$ cat src/hdl/cpu_consts.svh
`ifndef CPU_CONSTS_SVH
`define CPU_CONSTS_SVH

// Data path width
`define CPU_WORD_W     16

// Word address into the external memory
`define CPU_ADDR_W     9

// Register file
`define CPU_REG_IDX_W  3
`define CPU_REG_NUM    8

// First instruction fetched after reset
`define CPU_RESET_PC   9'd0

`endif

$ cat src/hdl/isa_pkg.sv
`include "cpu_consts.svh"

package isa_pkg;

    typedef enum logic [2:0]
    {
        MOV    = 3'b110,
        ALU    = 3'b101,
        LDR    = 3'b011,
        STR    = 3'b100,
        BRANCH = 3'b001,
        HALT   = 3'b111
    } opcode_e;

    // Branch condition, carried in the Rn field
    typedef enum logic [2:0]
    {
        ALWAYS = 3'b000,
        EQ     = 3'b001,
        NE     = 3'b010,
        LT     = 3'b011,
        LE     = 3'b100
    } cond_e;

    typedef enum logic [1:0]
    {
        ADD = 2'b00,
        CMP = 2'b01,
        AND = 2'b10,
        MVN = 2'b11
    } alu_op_e;

    typedef struct packed
    {
        opcode_e                   opcode;
        logic [1:0]                op;
        cond_e                     cond;
        logic [`CPU_REG_IDX_W-1:0] rn;
        logic [`CPU_REG_IDX_W-1:0] rd;
        logic [`CPU_REG_IDX_W-1:0] rm;
        logic [`CPU_WORD_W-1:0]    sximm5;
        logic [`CPU_WORD_W-1:0]    sximm8;
    } decoded_t;

    typedef struct packed
    {
        logic n;
        logic v;
        logic z;
    } status_t;

    typedef enum logic [1:0]
    {
        RN = 2'b00,
        RD = 2'b01,
        RM = 2'b10
    } reg_sel_e;

    // Register file write-back source
    typedef enum logic [1:0]
    {
        WB_C     = 2'b00,
        WB_IMM   = 2'b01,
        WB_MDATA = 2'b10
    } wb_sel_e;

    typedef struct packed
    {
        reg_sel_e nsel;
        wb_sel_e  wb_sel;
        logic     load_a;
        logic     load_b;
        logic     asel;     // Zero operand A
        logic     bsel;     // sximm5 in place of B
        logic     load_c;
        logic     load_s;
        logic     write;
    } dp_ctrl_t;

    typedef enum logic [1:0]
    {
        PC_INC    = 2'b00,
        PC_BRANCH = 2'b01,
        PC_RESET  = 2'b10
    } pc_sel_e;

    typedef struct packed
    {
        logic    load_ir;
        logic    load_pc;
        pc_sel_e pc_sel;
        logic    load_addr;
        logic    addr_sel;  // 1 puts the PC on the bus
    } fetch_ctrl_t;

endpackage

$ cat src/hdl/bus_pkg.sv
`include "cpu_consts.svh"

package bus_pkg;

    typedef enum logic [1:0]
    {
        NONE  = 2'b00,
        READ  = 2'b01,
        WRITE = 2'b11
    } mem_cmd_e;

    // Single memory port, no handshake
    typedef struct packed
    {
        mem_cmd_e               cmd;
        logic [`CPU_ADDR_W-1:0] addr;
        logic [`CPU_WORD_W-1:0] wdata;
    } mem_req_t;

endpackage

$ cat src/hdl/instr_decode.sv
`timescale 1ns/1ps
`include "cpu_consts.svh"

module instr_decode
(
    input  logic [`CPU_WORD_W-1:0] instr,
    output isa_pkg::decoded_t      dec
);

    localparam int MSB = `CPU_WORD_W - 1;

    always_comb
    begin
        dec.opcode = isa_pkg::opcode_e'(instr[15:13]);
        dec.op     = instr[12:11];
        dec.cond   = isa_pkg::cond_e'(instr[10:8]);    // Branches reuse the Rn bits
        dec.rn     = instr[10:8];
        dec.rd     = instr[7:5];
        dec.rm     = instr[2:0];

        // Shift field 4:3 is not decoded
        dec.sximm5 = {{(MSB - 4){instr[4]}}, instr[4:0]};
        dec.sximm8 = {{(MSB - 7){instr[7]}}, instr[7:0]};
    end

endmodule

$ cat src/hdl/fetch_unit.sv
`timescale 1ns/1ps
`include "cpu_consts.svh"

module fetch_unit
(
    input  logic                    clk,
    input  logic                    reset,
    input  logic [`CPU_WORD_W-1:0]  read_data,
    input  isa_pkg::fetch_ctrl_t    ctrl,
    input  logic [`CPU_ADDR_W-1:0]  branch_offset,
    input  logic [`CPU_WORD_W-1:0]  c_value,
    output logic [`CPU_WORD_W-1:0]  instr,
    output logic [`CPU_ADDR_W-1:0]  mem_addr
);

    logic [`CPU_ADDR_W-1:0] pc;
    logic [`CPU_ADDR_W-1:0] next_pc;
    logic [`CPU_ADDR_W-1:0] data_addr;

    always_comb
    begin
        case (ctrl.pc_sel)
            isa_pkg::PC_BRANCH: next_pc = pc + branch_offset;   // PC already incremented
            isa_pkg::PC_RESET:  next_pc = `CPU_RESET_PC;
            default:            next_pc = pc + 1'b1;
        endcase
    end

    always_ff @(posedge clk)
    begin
        if (reset)
            pc <= `CPU_RESET_PC;
        else if (ctrl.load_pc)
            pc <= next_pc;
    end

    always_ff @(posedge clk)
    begin
        if (ctrl.load_ir)
            instr <= read_data;
        if (ctrl.load_addr)
            data_addr <= c_value[`CPU_ADDR_W-1:0];
    end

    assign mem_addr = ctrl.addr_sel ? pc : data_addr;

    // Instruction and data address never captured in the same cycle
    a_ir_addr_excl: assert property (@(posedge clk) disable iff (reset)
        !(ctrl.load_ir && ctrl.load_addr));

endmodule

$ cat src/hdl/control_fsm.sv
`timescale 1ns/1ps

module control_fsm
(
    input  logic                  clk,
    input  logic                  reset,
    input  isa_pkg::decoded_t     dec,
    input  isa_pkg::status_t      status,
    output isa_pkg::dp_ctrl_t     dp_ctrl,
    output isa_pkg::fetch_ctrl_t  fetch_ctrl,
    output bus_pkg::mem_cmd_e     mem_cmd,
    output logic                  halt
);

    typedef enum logic [4:0]
    {
        S_RST, S_IF1, S_IF2, S_UPDATE, S_DECODE,
        S_MOVI, S_GET_A, S_GET_B, S_ALU_OP, S_WB,
        S_ADDR_C, S_LOAD_ADDR, S_ADDR_SET, S_MEM_RD, S_LD_WB,
        S_WR_SETUP, S_MEM_WR, S_BRANCH, S_HALT
    } state_e;

    state_e state;
    state_e next_state;
    logic   taken;
    logic   is_cmp;

    assign is_cmp = (dec.opcode == isa_pkg::ALU) && (dec.op == isa_pkg::CMP);

    always_comb
    begin
        case (dec.cond)
            isa_pkg::ALWAYS: taken = 1'b1;
            isa_pkg::EQ:     taken = status.z;
            isa_pkg::NE:     taken = !status.z;
            isa_pkg::LT:     taken = status.n ^ status.v;
            isa_pkg::LE:     taken = (status.n ^ status.v) | status.z;
            default:         taken = 1'b0;
        endcase
    end

    always_comb
    begin
        next_state = state;
        case (state)
            S_RST:    next_state = S_IF1;
            S_IF1:    next_state = S_IF2;
            S_IF2:    next_state = S_UPDATE;
            S_UPDATE: next_state = S_DECODE;
            S_DECODE:
            begin
                case (dec.opcode)
                    isa_pkg::MOV:    next_state = dec.op[1] ? S_MOVI : S_GET_B;
                    isa_pkg::ALU:    next_state = S_GET_A;
                    isa_pkg::LDR:    next_state = S_GET_A;
                    isa_pkg::STR:    next_state = S_GET_A;
                    isa_pkg::BRANCH: next_state = S_BRANCH;
                    default:         next_state = S_HALT;   // HALT and unknown opcodes
                endcase
            end
            S_GET_A:     next_state = (dec.opcode == isa_pkg::ALU) ? S_GET_B : S_ADDR_C;
            S_GET_B:     next_state = S_ALU_OP;
            S_ALU_OP:    next_state = (dec.opcode == isa_pkg::STR) ? S_WR_SETUP : S_WB;
            S_ADDR_C:    next_state = S_LOAD_ADDR;
            S_LOAD_ADDR: next_state = S_ADDR_SET;
            S_ADDR_SET:  next_state = (dec.opcode == isa_pkg::LDR) ? S_MEM_RD : S_GET_B;
            S_MEM_RD:    next_state = S_LD_WB;
            S_WR_SETUP:  next_state = S_MEM_WR;
            S_HALT:      next_state = S_HALT;
            default:     next_state = S_IF1;    // MOVI, WB, LD_WB, MEM_WR, BRANCH
        endcase
    end

    always_ff @(posedge clk)
    begin
        if (reset)
            state <= S_RST;
        else
            state <= next_state;
    end

    always_comb
    begin
        dp_ctrl.nsel         = isa_pkg::RN;
        dp_ctrl.wb_sel       = isa_pkg::WB_C;
        dp_ctrl.load_a       = 1'b0;
        dp_ctrl.load_b       = 1'b0;
        dp_ctrl.asel         = 1'b0;
        dp_ctrl.bsel         = 1'b0;
        dp_ctrl.load_c       = 1'b0;
        dp_ctrl.load_s       = 1'b0;
        dp_ctrl.write        = 1'b0;
        fetch_ctrl.load_ir   = 1'b0;
        fetch_ctrl.load_pc   = 1'b0;
        fetch_ctrl.pc_sel    = isa_pkg::PC_INC;
        fetch_ctrl.load_addr = 1'b0;
        fetch_ctrl.addr_sel  = 1'b1;
        mem_cmd              = bus_pkg::NONE;
        halt                 = 1'b0;
        case (state)
            S_RST:
            begin
                fetch_ctrl.load_pc = 1'b1;
                fetch_ctrl.pc_sel  = isa_pkg::PC_RESET;
            end
            S_IF1:    mem_cmd = bus_pkg::READ;
            S_IF2:
            begin
                mem_cmd            = bus_pkg::READ;
                fetch_ctrl.load_ir = 1'b1;
            end
            S_UPDATE: fetch_ctrl.load_pc = 1'b1;
            S_MOVI:
            begin
                dp_ctrl.wb_sel = isa_pkg::WB_IMM;
                dp_ctrl.write  = 1'b1;
            end
            S_GET_A:  dp_ctrl.load_a = 1'b1;
            S_GET_B:
            begin
                dp_ctrl.nsel   = (dec.opcode == isa_pkg::STR) ? isa_pkg::RD : isa_pkg::RM;
                dp_ctrl.load_b = 1'b1;
            end
            S_ALU_OP:
            begin
                dp_ctrl.asel   = (dec.opcode != isa_pkg::ALU);  // MOV and STR pass B
                dp_ctrl.load_c = !is_cmp;
                dp_ctrl.load_s = is_cmp;
            end
            S_WB:
            begin
                dp_ctrl.nsel  = isa_pkg::RD;
                dp_ctrl.write = !is_cmp;
            end
            S_ADDR_C:
            begin
                dp_ctrl.bsel   = 1'b1;
                dp_ctrl.load_c = 1'b1;
            end
            S_LOAD_ADDR: fetch_ctrl.load_addr = 1'b1;
            S_ADDR_SET:  fetch_ctrl.addr_sel = 1'b0;
            S_MEM_RD:
            begin
                fetch_ctrl.addr_sel = 1'b0;
                mem_cmd             = bus_pkg::READ;
            end
            S_LD_WB:
            begin
                fetch_ctrl.addr_sel = 1'b0;
                mem_cmd             = bus_pkg::READ;   // Keep read data valid for the write
                dp_ctrl.nsel        = isa_pkg::RD;
                dp_ctrl.wb_sel      = isa_pkg::WB_MDATA;
                dp_ctrl.write       = 1'b1;
            end
            S_WR_SETUP: fetch_ctrl.addr_sel = 1'b0;
            S_MEM_WR:
            begin
                fetch_ctrl.addr_sel = 1'b0;
                mem_cmd             = bus_pkg::WRITE;
            end
            S_BRANCH:
            begin
                fetch_ctrl.load_pc = taken;
                fetch_ctrl.pc_sel  = isa_pkg::PC_BRANCH;
            end
            S_HALT:   halt = 1'b1;
            default:  halt = 1'b0;
        endcase
    end

    a_no_write_halted: assert property (@(posedge clk) disable iff (reset)
        halt |-> mem_cmd != bus_pkg::WRITE);

    // Only reset leaves the halt state
    a_halt_sticky: assert property (@(posedge clk)
        (halt && !reset) |=> halt);

endmodule

$ cat src/hdl/datapath.sv
`timescale 1ns/1ps
`include "cpu_consts.svh"

module datapath
(
    input  logic                    clk,
    input  isa_pkg::decoded_t       dec,
    input  isa_pkg::dp_ctrl_t       ctrl,
    input  logic [`CPU_WORD_W-1:0]  mdata,
    output logic [`CPU_WORD_W-1:0]  c_value,
    output isa_pkg::status_t        status
);

    localparam int MSB = `CPU_WORD_W - 1;

    logic [`CPU_WORD_W-1:0]    regs [`CPU_REG_NUM];
    logic [`CPU_REG_IDX_W-1:0] rnum;
    logic [`CPU_WORD_W-1:0]    wb_data;
    logic [`CPU_WORD_W-1:0]    a_reg;
    logic [`CPU_WORD_W-1:0]    b_reg;
    logic [`CPU_WORD_W-1:0]    ain;
    logic [`CPU_WORD_W-1:0]    bin;
    logic [`CPU_WORD_W-1:0]    diff;
    logic [`CPU_WORD_W-1:0]    alu_out;
    isa_pkg::alu_op_e          alu_op;

    // One port selects both the read and the write register
    always_comb
    begin
        case (ctrl.nsel)
            isa_pkg::RD: rnum = dec.rd;
            isa_pkg::RM: rnum = dec.rm;
            default:     rnum = dec.rn;
        endcase
    end

    always_comb
    begin
        case (ctrl.wb_sel)
            isa_pkg::WB_IMM:   wb_data = dec.sximm8;
            isa_pkg::WB_MDATA: wb_data = mdata;
            default:           wb_data = c_value;
        endcase
    end

    assign ain    = ctrl.asel ? '0 : a_reg;
    assign bin    = ctrl.bsel ? dec.sximm5 : b_reg;
    assign diff   = ain - bin;
    assign alu_op = (dec.opcode == isa_pkg::ALU) ? isa_pkg::alu_op_e'(dec.op) : isa_pkg::ADD;

    always_comb
    begin
        case (alu_op)
            isa_pkg::CMP: alu_out = diff;
            isa_pkg::AND: alu_out = ain & bin;
            isa_pkg::MVN: alu_out = ~bin;
            default:      alu_out = ain + bin;
        endcase
    end

    always_ff @(posedge clk)
    begin
        if (ctrl.write)
            regs[rnum] <= wb_data;
        if (ctrl.load_a)
            a_reg <= regs[rnum];
        if (ctrl.load_b)
            b_reg <= regs[rnum];
        if (ctrl.load_c)
            c_value <= alu_out;
        if (ctrl.load_s)
        begin
            status.n <= diff[MSB];
            status.v <= (ain[MSB] ^ bin[MSB]) & (diff[MSB] ^ ain[MSB]);    // Signed overflow
            status.z <= (diff == '0);
        end
    end

    a_wb_sel_legal: assert property (@(posedge clk)
        ctrl.write |-> ctrl.wb_sel inside {isa_pkg::WB_C, isa_pkg::WB_IMM, isa_pkg::WB_MDATA});

endmodule

$ cat src/hdl/simple_risc_top.sv
`timescale 1ns/1ps
`include "cpu_consts.svh"

module simple_risc_top
(
    input  logic                    clk,
    input  logic                    reset,
    input  logic [`CPU_WORD_W-1:0]  read_data,
    output bus_pkg::mem_req_t       mem_req,
    output isa_pkg::status_t        status,
    output logic                    halt
);

    logic [`CPU_WORD_W-1:0] instr;
    logic [`CPU_WORD_W-1:0] c_value;
    logic [`CPU_ADDR_W-1:0] mem_addr;
    isa_pkg::decoded_t      dec;
    isa_pkg::dp_ctrl_t      dp_ctrl;
    isa_pkg::fetch_ctrl_t   fetch_ctrl;
    bus_pkg::mem_cmd_e      mem_cmd;

    fetch_unit u_fetch
    (
        .clk           (clk),
        .reset         (reset),
        .read_data     (read_data),
        .ctrl          (fetch_ctrl),
        .branch_offset (dec.sximm8[`CPU_ADDR_W-1:0]),
        .c_value       (c_value),
        .instr         (instr),
        .mem_addr      (mem_addr)
    );

    instr_decode u_decode
    (
        .instr (instr),
        .dec   (dec)
    );

    control_fsm u_ctrl
    (
        .clk        (clk),
        .reset      (reset),
        .dec        (dec),
        .status     (status),
        .dp_ctrl    (dp_ctrl),
        .fetch_ctrl (fetch_ctrl),
        .mem_cmd    (mem_cmd),
        .halt       (halt)
    );

    datapath u_dp
    (
        .clk     (clk),
        .dec     (dec),
        .ctrl    (dp_ctrl),
        .mdata   (read_data),
        .c_value (c_value),
        .status  (status)
    );

    // Store data always comes from C
    assign mem_req = '{cmd: mem_cmd, addr: mem_addr, wdata: c_value};

endmodule

$ cat config.mk
export PLATFORM = sky130hd
export DESIGN_NAME = simple_risc_top
export DESIGN_NICKNAME = d
export VERILOG_FILES = /design/src/hdl/isa_pkg.sv /design/src/hdl/bus_pkg.sv /design/src/hdl/instr_decode.sv /design/src/hdl/fetch_unit.sv /design/src/hdl/control_fsm.sv /design/src/hdl/datapath.sv /design/src/hdl/simple_risc_top.sv
export VERILOG_INCLUDE_DIRS = /design/src /design/src/hdl
export SDC_FILE = /design/constraint.sdc
export NUM_CORES = 1
export LEC_CHECK = 0
export BUFFER_PORTS_ARGS = -buffer_cell sky130_fd_sc_hd__buf_2
export CORE_ASPECT_RATIO = 0.6
export CORE_MARGIN = 3
export CORE_UTILIZATION = 55
export CTS_CLUSTER_SIZE = 30
export DETAILED_ROUTE_END_ITERATION = 12
export PLACE_DENSITY = 0.72
export RECOVER_POWER = 100
export SLEW_MARGIN = 10
export SYNTH_ARGS = -nofsm -noshare
export SYNTH_HDL_FRONTEND = slang
export SYNTH_SLANG_ARGS = --single-unit
$ cat constraint.sdc
create_clock -name clk -period 6.75 [get_ports clk]
set_input_delay 0.675 -clock clk [delete_from_list [all_inputs] [get_ports clk]]
set_output_delay 0.675 -clock clk [all_outputs]
set_load 0.01 [all_outputs]
**After elaboration in Yosys (flattened, before gate mapping)**

Memories as Yosys holds them, arrays and structs flattened.
Index checks and enable logic that the tools add are counted.

- Bits in registers: 90
- Memory bits (writable): 128
- Output and inout bits: 31
- Logic and storage cells: 105
- Memories kept: 1

- $add $sub $neg: 4
- Equality and inequality tests: 38
- Multiplexer cells: 33
- Bitwise gates (word level): 7
- Reduce and logical (&&, ||, !) cells: 12

Memories:

| memory | words | width | rd ports | clocked after memory_dff | wr ports | line | source |
|---|---|---|---|---|---|---|---|
| u_dp.regs | 8 | 16 | 1 | 0 | 1 | datapath.sv:16 | `` logic [`CPU_WORD_W-1:0] regs [`CPU_REG_NUM]; `` |

Operator list:

| operator | number |
|---|---|
| $pmux 5 s13 | 1 |
| $pmux 16 s3 | 1 |
| $eq 5x4->1 const B | 8 |
| $mux 16 | 2 |
| $pmux 16 s2 | 1 |
| $eq 5x3->1 const B | 4 |
| $pmux 9 s2 | 1 |
| $add 16x16->16 | 1 |
| $and 16x16->16 | 1 |
| $logic_not 16->1 | 1 |
| $not 16->16 | 1 |
| $pmux 2 s2 | 4 |
| $sub 16x16->16 | 1 |
| $eq 5x5->1 const B | 3 |
| $pmux 5 s3 | 1 |
| $eq 3x3->1 const B | 4 |
| $eq 2x1->1 const B | 5 |
| $eq 2x2->1 const B | 5 |
| $eq 5x2->1 const B | 2 |
| $mux 1 | 10 |
| $add 9x1->9 const B | 1 |
| $add 9x9->9 | 1 |
| $eq 3x2->1 const B | 3 |
| $mux 9 | 1 |
| other kinds (20) | 31 |

**Depth between registers and ports, before layout**

- Depth in word-level cells: 6
- Depth in mapped cells: 17

**By module**

A second synthesis with hierarchy kept.

- Cell total of the unflattened synthesis: 970
- Area total of the unflattened synthesis: 12005.3 um^2

Modules (own cells, without submodules):

| module | times used | cells an instance | area each (um^2) | seq. area each (um^2) |
|---|---|---|---|---|
| datapath | 1 | 677 | 9203.8 | 5375.2 |
| fetch_unit | 1 | 118 | 1602.8 | 930.9 |
| control_fsm | 1 | 126 | 830.8 | 100.1 |
| instr_decode | 1 | 49 | 367.9 | 0.0 |

**Worst setup path after synthesis**

Ideal clock, no wire load.

- Path type: register -> register
- From: reg u_fetch.instr[13]
- To: reg u_dp.status[0] (netlist name)
- Setup time: 0.170 ns
- Arrival: 3.794 ns
- Setup slack: 2.786 ns
- Cell stages (with the launch flop): 18
- Period minus slack after synthesis: 3.964 ns
- Path through: edfxtp_1 -> nor2b_1 -> and2_1 -> clkbuf_1 -> or4_1 -> and2_1 -> inv_1 -> ha_1 -> inv_1 -> fa_1 -> a211oi_1 -> nand2_1 -> a211o_1 -> a221oi_2 -> and4b_1 -> o311ai_1 -> a311o_1 -> nor4_2

- Word-level cells in the longest chain between the ends: 5

RTL lines:

| what | line | source |
|---|---|---|
| from (decl) | fetch_unit.sv:12 | `` output logic [`CPU_WORD_W-1:0] instr, `` |
| from (signal assigned) | fetch_unit.sv:40 | `instr <= read_data;` |
| $ne 3x3->1 | control_fsm.sv:126 | `dp_ctrl.asel = (dec.opcode != isa_pkg::ALU);` |
| $mux 1 | control_fsm.sv:100 | `case (state)` |
| $mux 16 | datapath.sv:46 | `assign ain = ctrl.asel ? '0 : a_reg;` |
| $sub 16x16->16 | datapath.sv:48 | `assign diff = ain - bin;` |
| $logic_not 16->1 | datapath.sv:75 | `status.z <= (diff == '0);` |

No other way between the ends.
A chain may end at the register's enable or synchronous reset.

**Worst setup path after layout**

- From: reg u_ctrl.state[0]
- To: mem u_dp.regs[3][2] (netlist name), enable pin

- Word-level cells in the longest chain between the ends: 5
- Elaborated cells on any way between the ends: 13
- Those cells by class: eq/ne: 6; mux: 5; reduce/logical: 2

RTL lines:

| what | line | source |
|---|---|---|
| from (decl) | control_fsm.sv:23 | `state_e state;` |
| from (signal assigned) | control_fsm.sv:79 | `state <= next_state;` |
| $eq 5x4->1 or $eq 5x3->1 (tied branches) | control_fsm.sv:100 |  |
| $reduce_or 2->1 (no source line) | -- |  |
| $pmux 2 s2 or $pmux 1 s2 (tied branches) | control_fsm.sv:100 |  |
| $eq 2x2->1, or another cell as far along | datapath.sv:30 | `case (ctrl.nsel)` |
| $pmux 3 s2 or $mux 1 (tied branches) | datapath.sv:30, datapath.sv:64 |  |
| to (decl) | datapath.sv:16 |  |

Several ways; a longest one is shown, not always the timed one.

==> impl_metrics.env <==
export IMPL_ctsResizeCount=0
export IMPL_die_area_sq_um=23100
export IMPL_synth_cell_types=73
export IMPL_yosys_register_bits=218
export IMPL_seq_area_frac_synth=0.548
export IMPL_cpMaxStageDelayCell="nor2_1"
export IMPL_syn_inst=1000
export IMPL_max_flop_register="u_dp.regs"
export IMPL_htreeDepth=1
export IMPL_period_share=0.833
export IMPL_pin_count=49
export IMPL_required_ns=6.88
export IMPL_ys_top_cells_by_count="edfxtp_1 (204), a21oi_1 (82), mux2i_1 (80)"
export IMPL_layout_drive_gt1_share=0.0554
export IMPL_cts_sinks=218
export IMPL_yosysMostFrequentCell="edfxtp_1"
export IMPL_max_freq_mhz=178
export IMPL_clk_pin_slew_ns=0.07
export IMPL_finalSetupViolCount=0
export IMPL_grt_pass1_vias=7766
export IMPL_critPathArrivalTime_ns=5.75
export IMPL_violations="max-capacitance violations, max-slew violations"
export IMPL_grt_total_usage=0.262
export IMPL_largest_reg_flops=128
export IMPL_synth_area_leaders="edfxtp_1 (52%), mux2i_1 (6.9%), ha_1 (4.6%)"
export IMPL_synthFlopType="edfxtp_1"
export IMPL_status="finished, violations left"
export IMPL_maxCapViolCount=1
export IMPL_vdd_ir_drop_max_uv=226
export IMPL_end_kind="register"
export IMPL_final_nets=1096
export IMPL_root_buffer="clkbuf_16"
export IMPL_die_w_microns=194
export IMPL_wl_microns=30600
export IMPL_firstDrtPassIters=5
export IMPL_fin_crit_ns=5.62
export IMPL_crit_chain="nor3b_1 -> o21ai_0 -> a21oi_1 -> nand3_1 -> nand3_1 -> buf_4 -> nand2_1 -> nor2_1 -> clkbuf_1"
export IMPL_vias=8415
export IMPL_p_comb_frac=0.028
export IMPL_synth_top_area_cell="edfxtp_1"
export IMPL_nFillCells=1672
export IMPL_switching_share=0.206
export IMPL_overflow=0
export IMPL_fin_tns_setup_ns=0
export IMPL_p_int_uw=2100
export IMPL_clockBufferDepth=3
export IMPL_start_util=0.572
export IMPL_antenna_found_initial=0
export IMPL_p_clk_frac=0.416
export IMPL_p_switching_uw=547
export IMPL_hold_viol=0
export IMPL_critPathKind="register to register"
export IMPL_grt_pass1_wl_microns=46900
export IMPL_grt_max_degree=36
export IMPL_io_buffers=48
export IMPL_slew_headroom=-0.0872
export IMPL_cts_buffers=21
export IMPL_cts_tree="done"
export IMPL_worst_slew_pin_slew_ns=1.62
export IMPL_cts_hold_buffers=0
export IMPL_pre_cts_slack_ns=1.76
export IMPL_syn_mean_instance_area_sq_um=11.7
export IMPL_synthesis_area_sq_um=11700
export IMPL_min_path_type="input pin to register"
export IMPL_drt_iter0_markers=1101
export IMPL_die_h_microns=119
export IMPL_antenna_left=0
export IMPL_rsz0062_at_grt="no"
export IMPL_rows=40
export IMPL_antenna_cells=0
export IMPL_postCtsSetupBuffers=0
export IMPL_cp_start_kind="register"
export IMPL_power_per_cell_area_nw_per_um2=211
export IMPL_synth_edf_count=204
export IMPL_synth_warnings=0
export IMPL_crit_path_max_incr_delay_ns=1.00
export IMPL_cpMostUsedCell="nand3_1"
export IMPL_slew_violations=9
export IMPL_synth_nets=1064
export IMPL_wl_per_cell_microns=23.2
export IMPL_yosysTopAreaCellShare=0.524
export IMPL_drc=0
export IMPL_p_leak_uw=0.00458
export IMPL_cp_max_fo=29
export IMPL_place_congestion=0.958
export IMPL_clk_latency_ns=0.50
export IMPL_core_area_sq_um=20400
export IMPL_synthArstFlopShare=0
export IMPL_routed_via_density=6.38
export IMPL_skew_ns=0.0165
export IMPL_layout_setup_ws_ns=1.13
export IMPL_seqPwrFrac=0.557
export IMPL_area_growth_pct=7.54
export IMPL_post_dp_hpwl_microns=21800
final timing paths:
kind / start / endpoint / slack, ns / cells past startpoint
max: u_ctrl.state[0] / u_dp.regs[3][2] / 1.13 / 9
min: read_data[10] / u_fetch.instr[10] / 0.38 / 1
max reg2reg: u_ctrl.state[0] / u_dp.regs[3][2] / 1.13 / 9
min reg2reg: u_fetch.pc[8] / u_fetch.pc[8] / 0.50 / 2
cells in the final DEF (no fill, tap or decap), types with 5 or more instances in the layout:
master       n
a22oi_1     18
clkbuf_16   21
nand3_1     12
edfxtp_1   204
clkinv_1     6
o21ai_0     37
a31oi_1      7
nand2b_1    16
xor2_1      10
nor4_1       8
dfxtp_1     14
nand2_1     55
a211oi_1    10
o31ai_1      5
xnor2_1     13
a21o_1       8
mux2i_1     80
clkbuf_1    61
o211ai_1     6
nor2_1      74
ha_1        43
o22ai_1      9
and2_1      18
a21oi_1     83
inv_1       52
buf_4        5
o221ai_1    16
o22a_1      20
mux2_2      14
nor2b_1     14
nor3_1      21
o21a_1       5
nor3b_1      6
layout make-up:
| class | instances | area [sq um] | area share |
|---|---|---|---|
| multi-input cells | 673 | 4720 | 0.376 |
| repair buffers | 66 | 272 | 0.0216 |
| flip-flops and latches | 218 | 6410 | 0.510 |
| well taps | 273 | 342 | 0.0272 |
| inverters | 52 | 195 | 0.0155 |
| clock inverters | 12 | 86.3 | 0.00687 |
| clock buffers | 25 | 541 | 0.0430 |
power by group through the flow:
| stage | clock (uW) | combinational, uW | sequential (uW) |
|---|---|---|---|
| after floorplan | 0 | 55.3 | 1500 |
| after global placement | 0 | 74.8 | 1500 |
| after detailed placement | 0 | 75.0 | 1500 |
| after CTS | 1120 | 75.6 | 1470 |
| after global routing | 1180 | 78.4 | 1470 |
| final | 1100 | 73.2 | 1470 |
critical path, delay by kind of cell, from the launching register on:
kind,cells,cell delay [ns]
AND/OR/NAND/NOR,5,2.64
AO/OA/AOI/OAI,2,0.65
flip-flops,1,0.85
buffers and inverters,2,1.10
metal layers:
metal / routed length (microns) / vias up / part of all wire / global-route usage
li1: - / 3846 / - / -
met1: 14900 / 4032 / 0.49 / 0.437
met2: 11700 / 482 / 0.38 / 0.344
met3: 3440 / 55 / 0.11 / 0.0614
met4: 601 / 0 / 0.020 / 0.0498
met5: 0 / - / 0 / 0
cells by family after synthesis:
kind of cell    Yosys count  synth area share
compound gates          264             0.157
simple gates            246             0.104
flops                   218             0.548
buf+inv                 109            0.0403
mux                      94            0.0820
fa+ha+maj                46            0.0512
xor+xnor                 23            0.0172
through the flow:
step	utilization	hold WS [ns]	cell area (sq um)	cells	total power, uW
finish	0.615	0.380	12600	1319	2650
global route	0.615	0.364	12600	1319	2740
CTS	0.626	0.357	12800	1319	2670
detailed placement	0.595	0.484	12200	1282	1580
global placement	0.595	0.489	12200	1282	1580
floorplan	-	0.459	11700	1000	1550
Power figures use the tool's default switching activity.
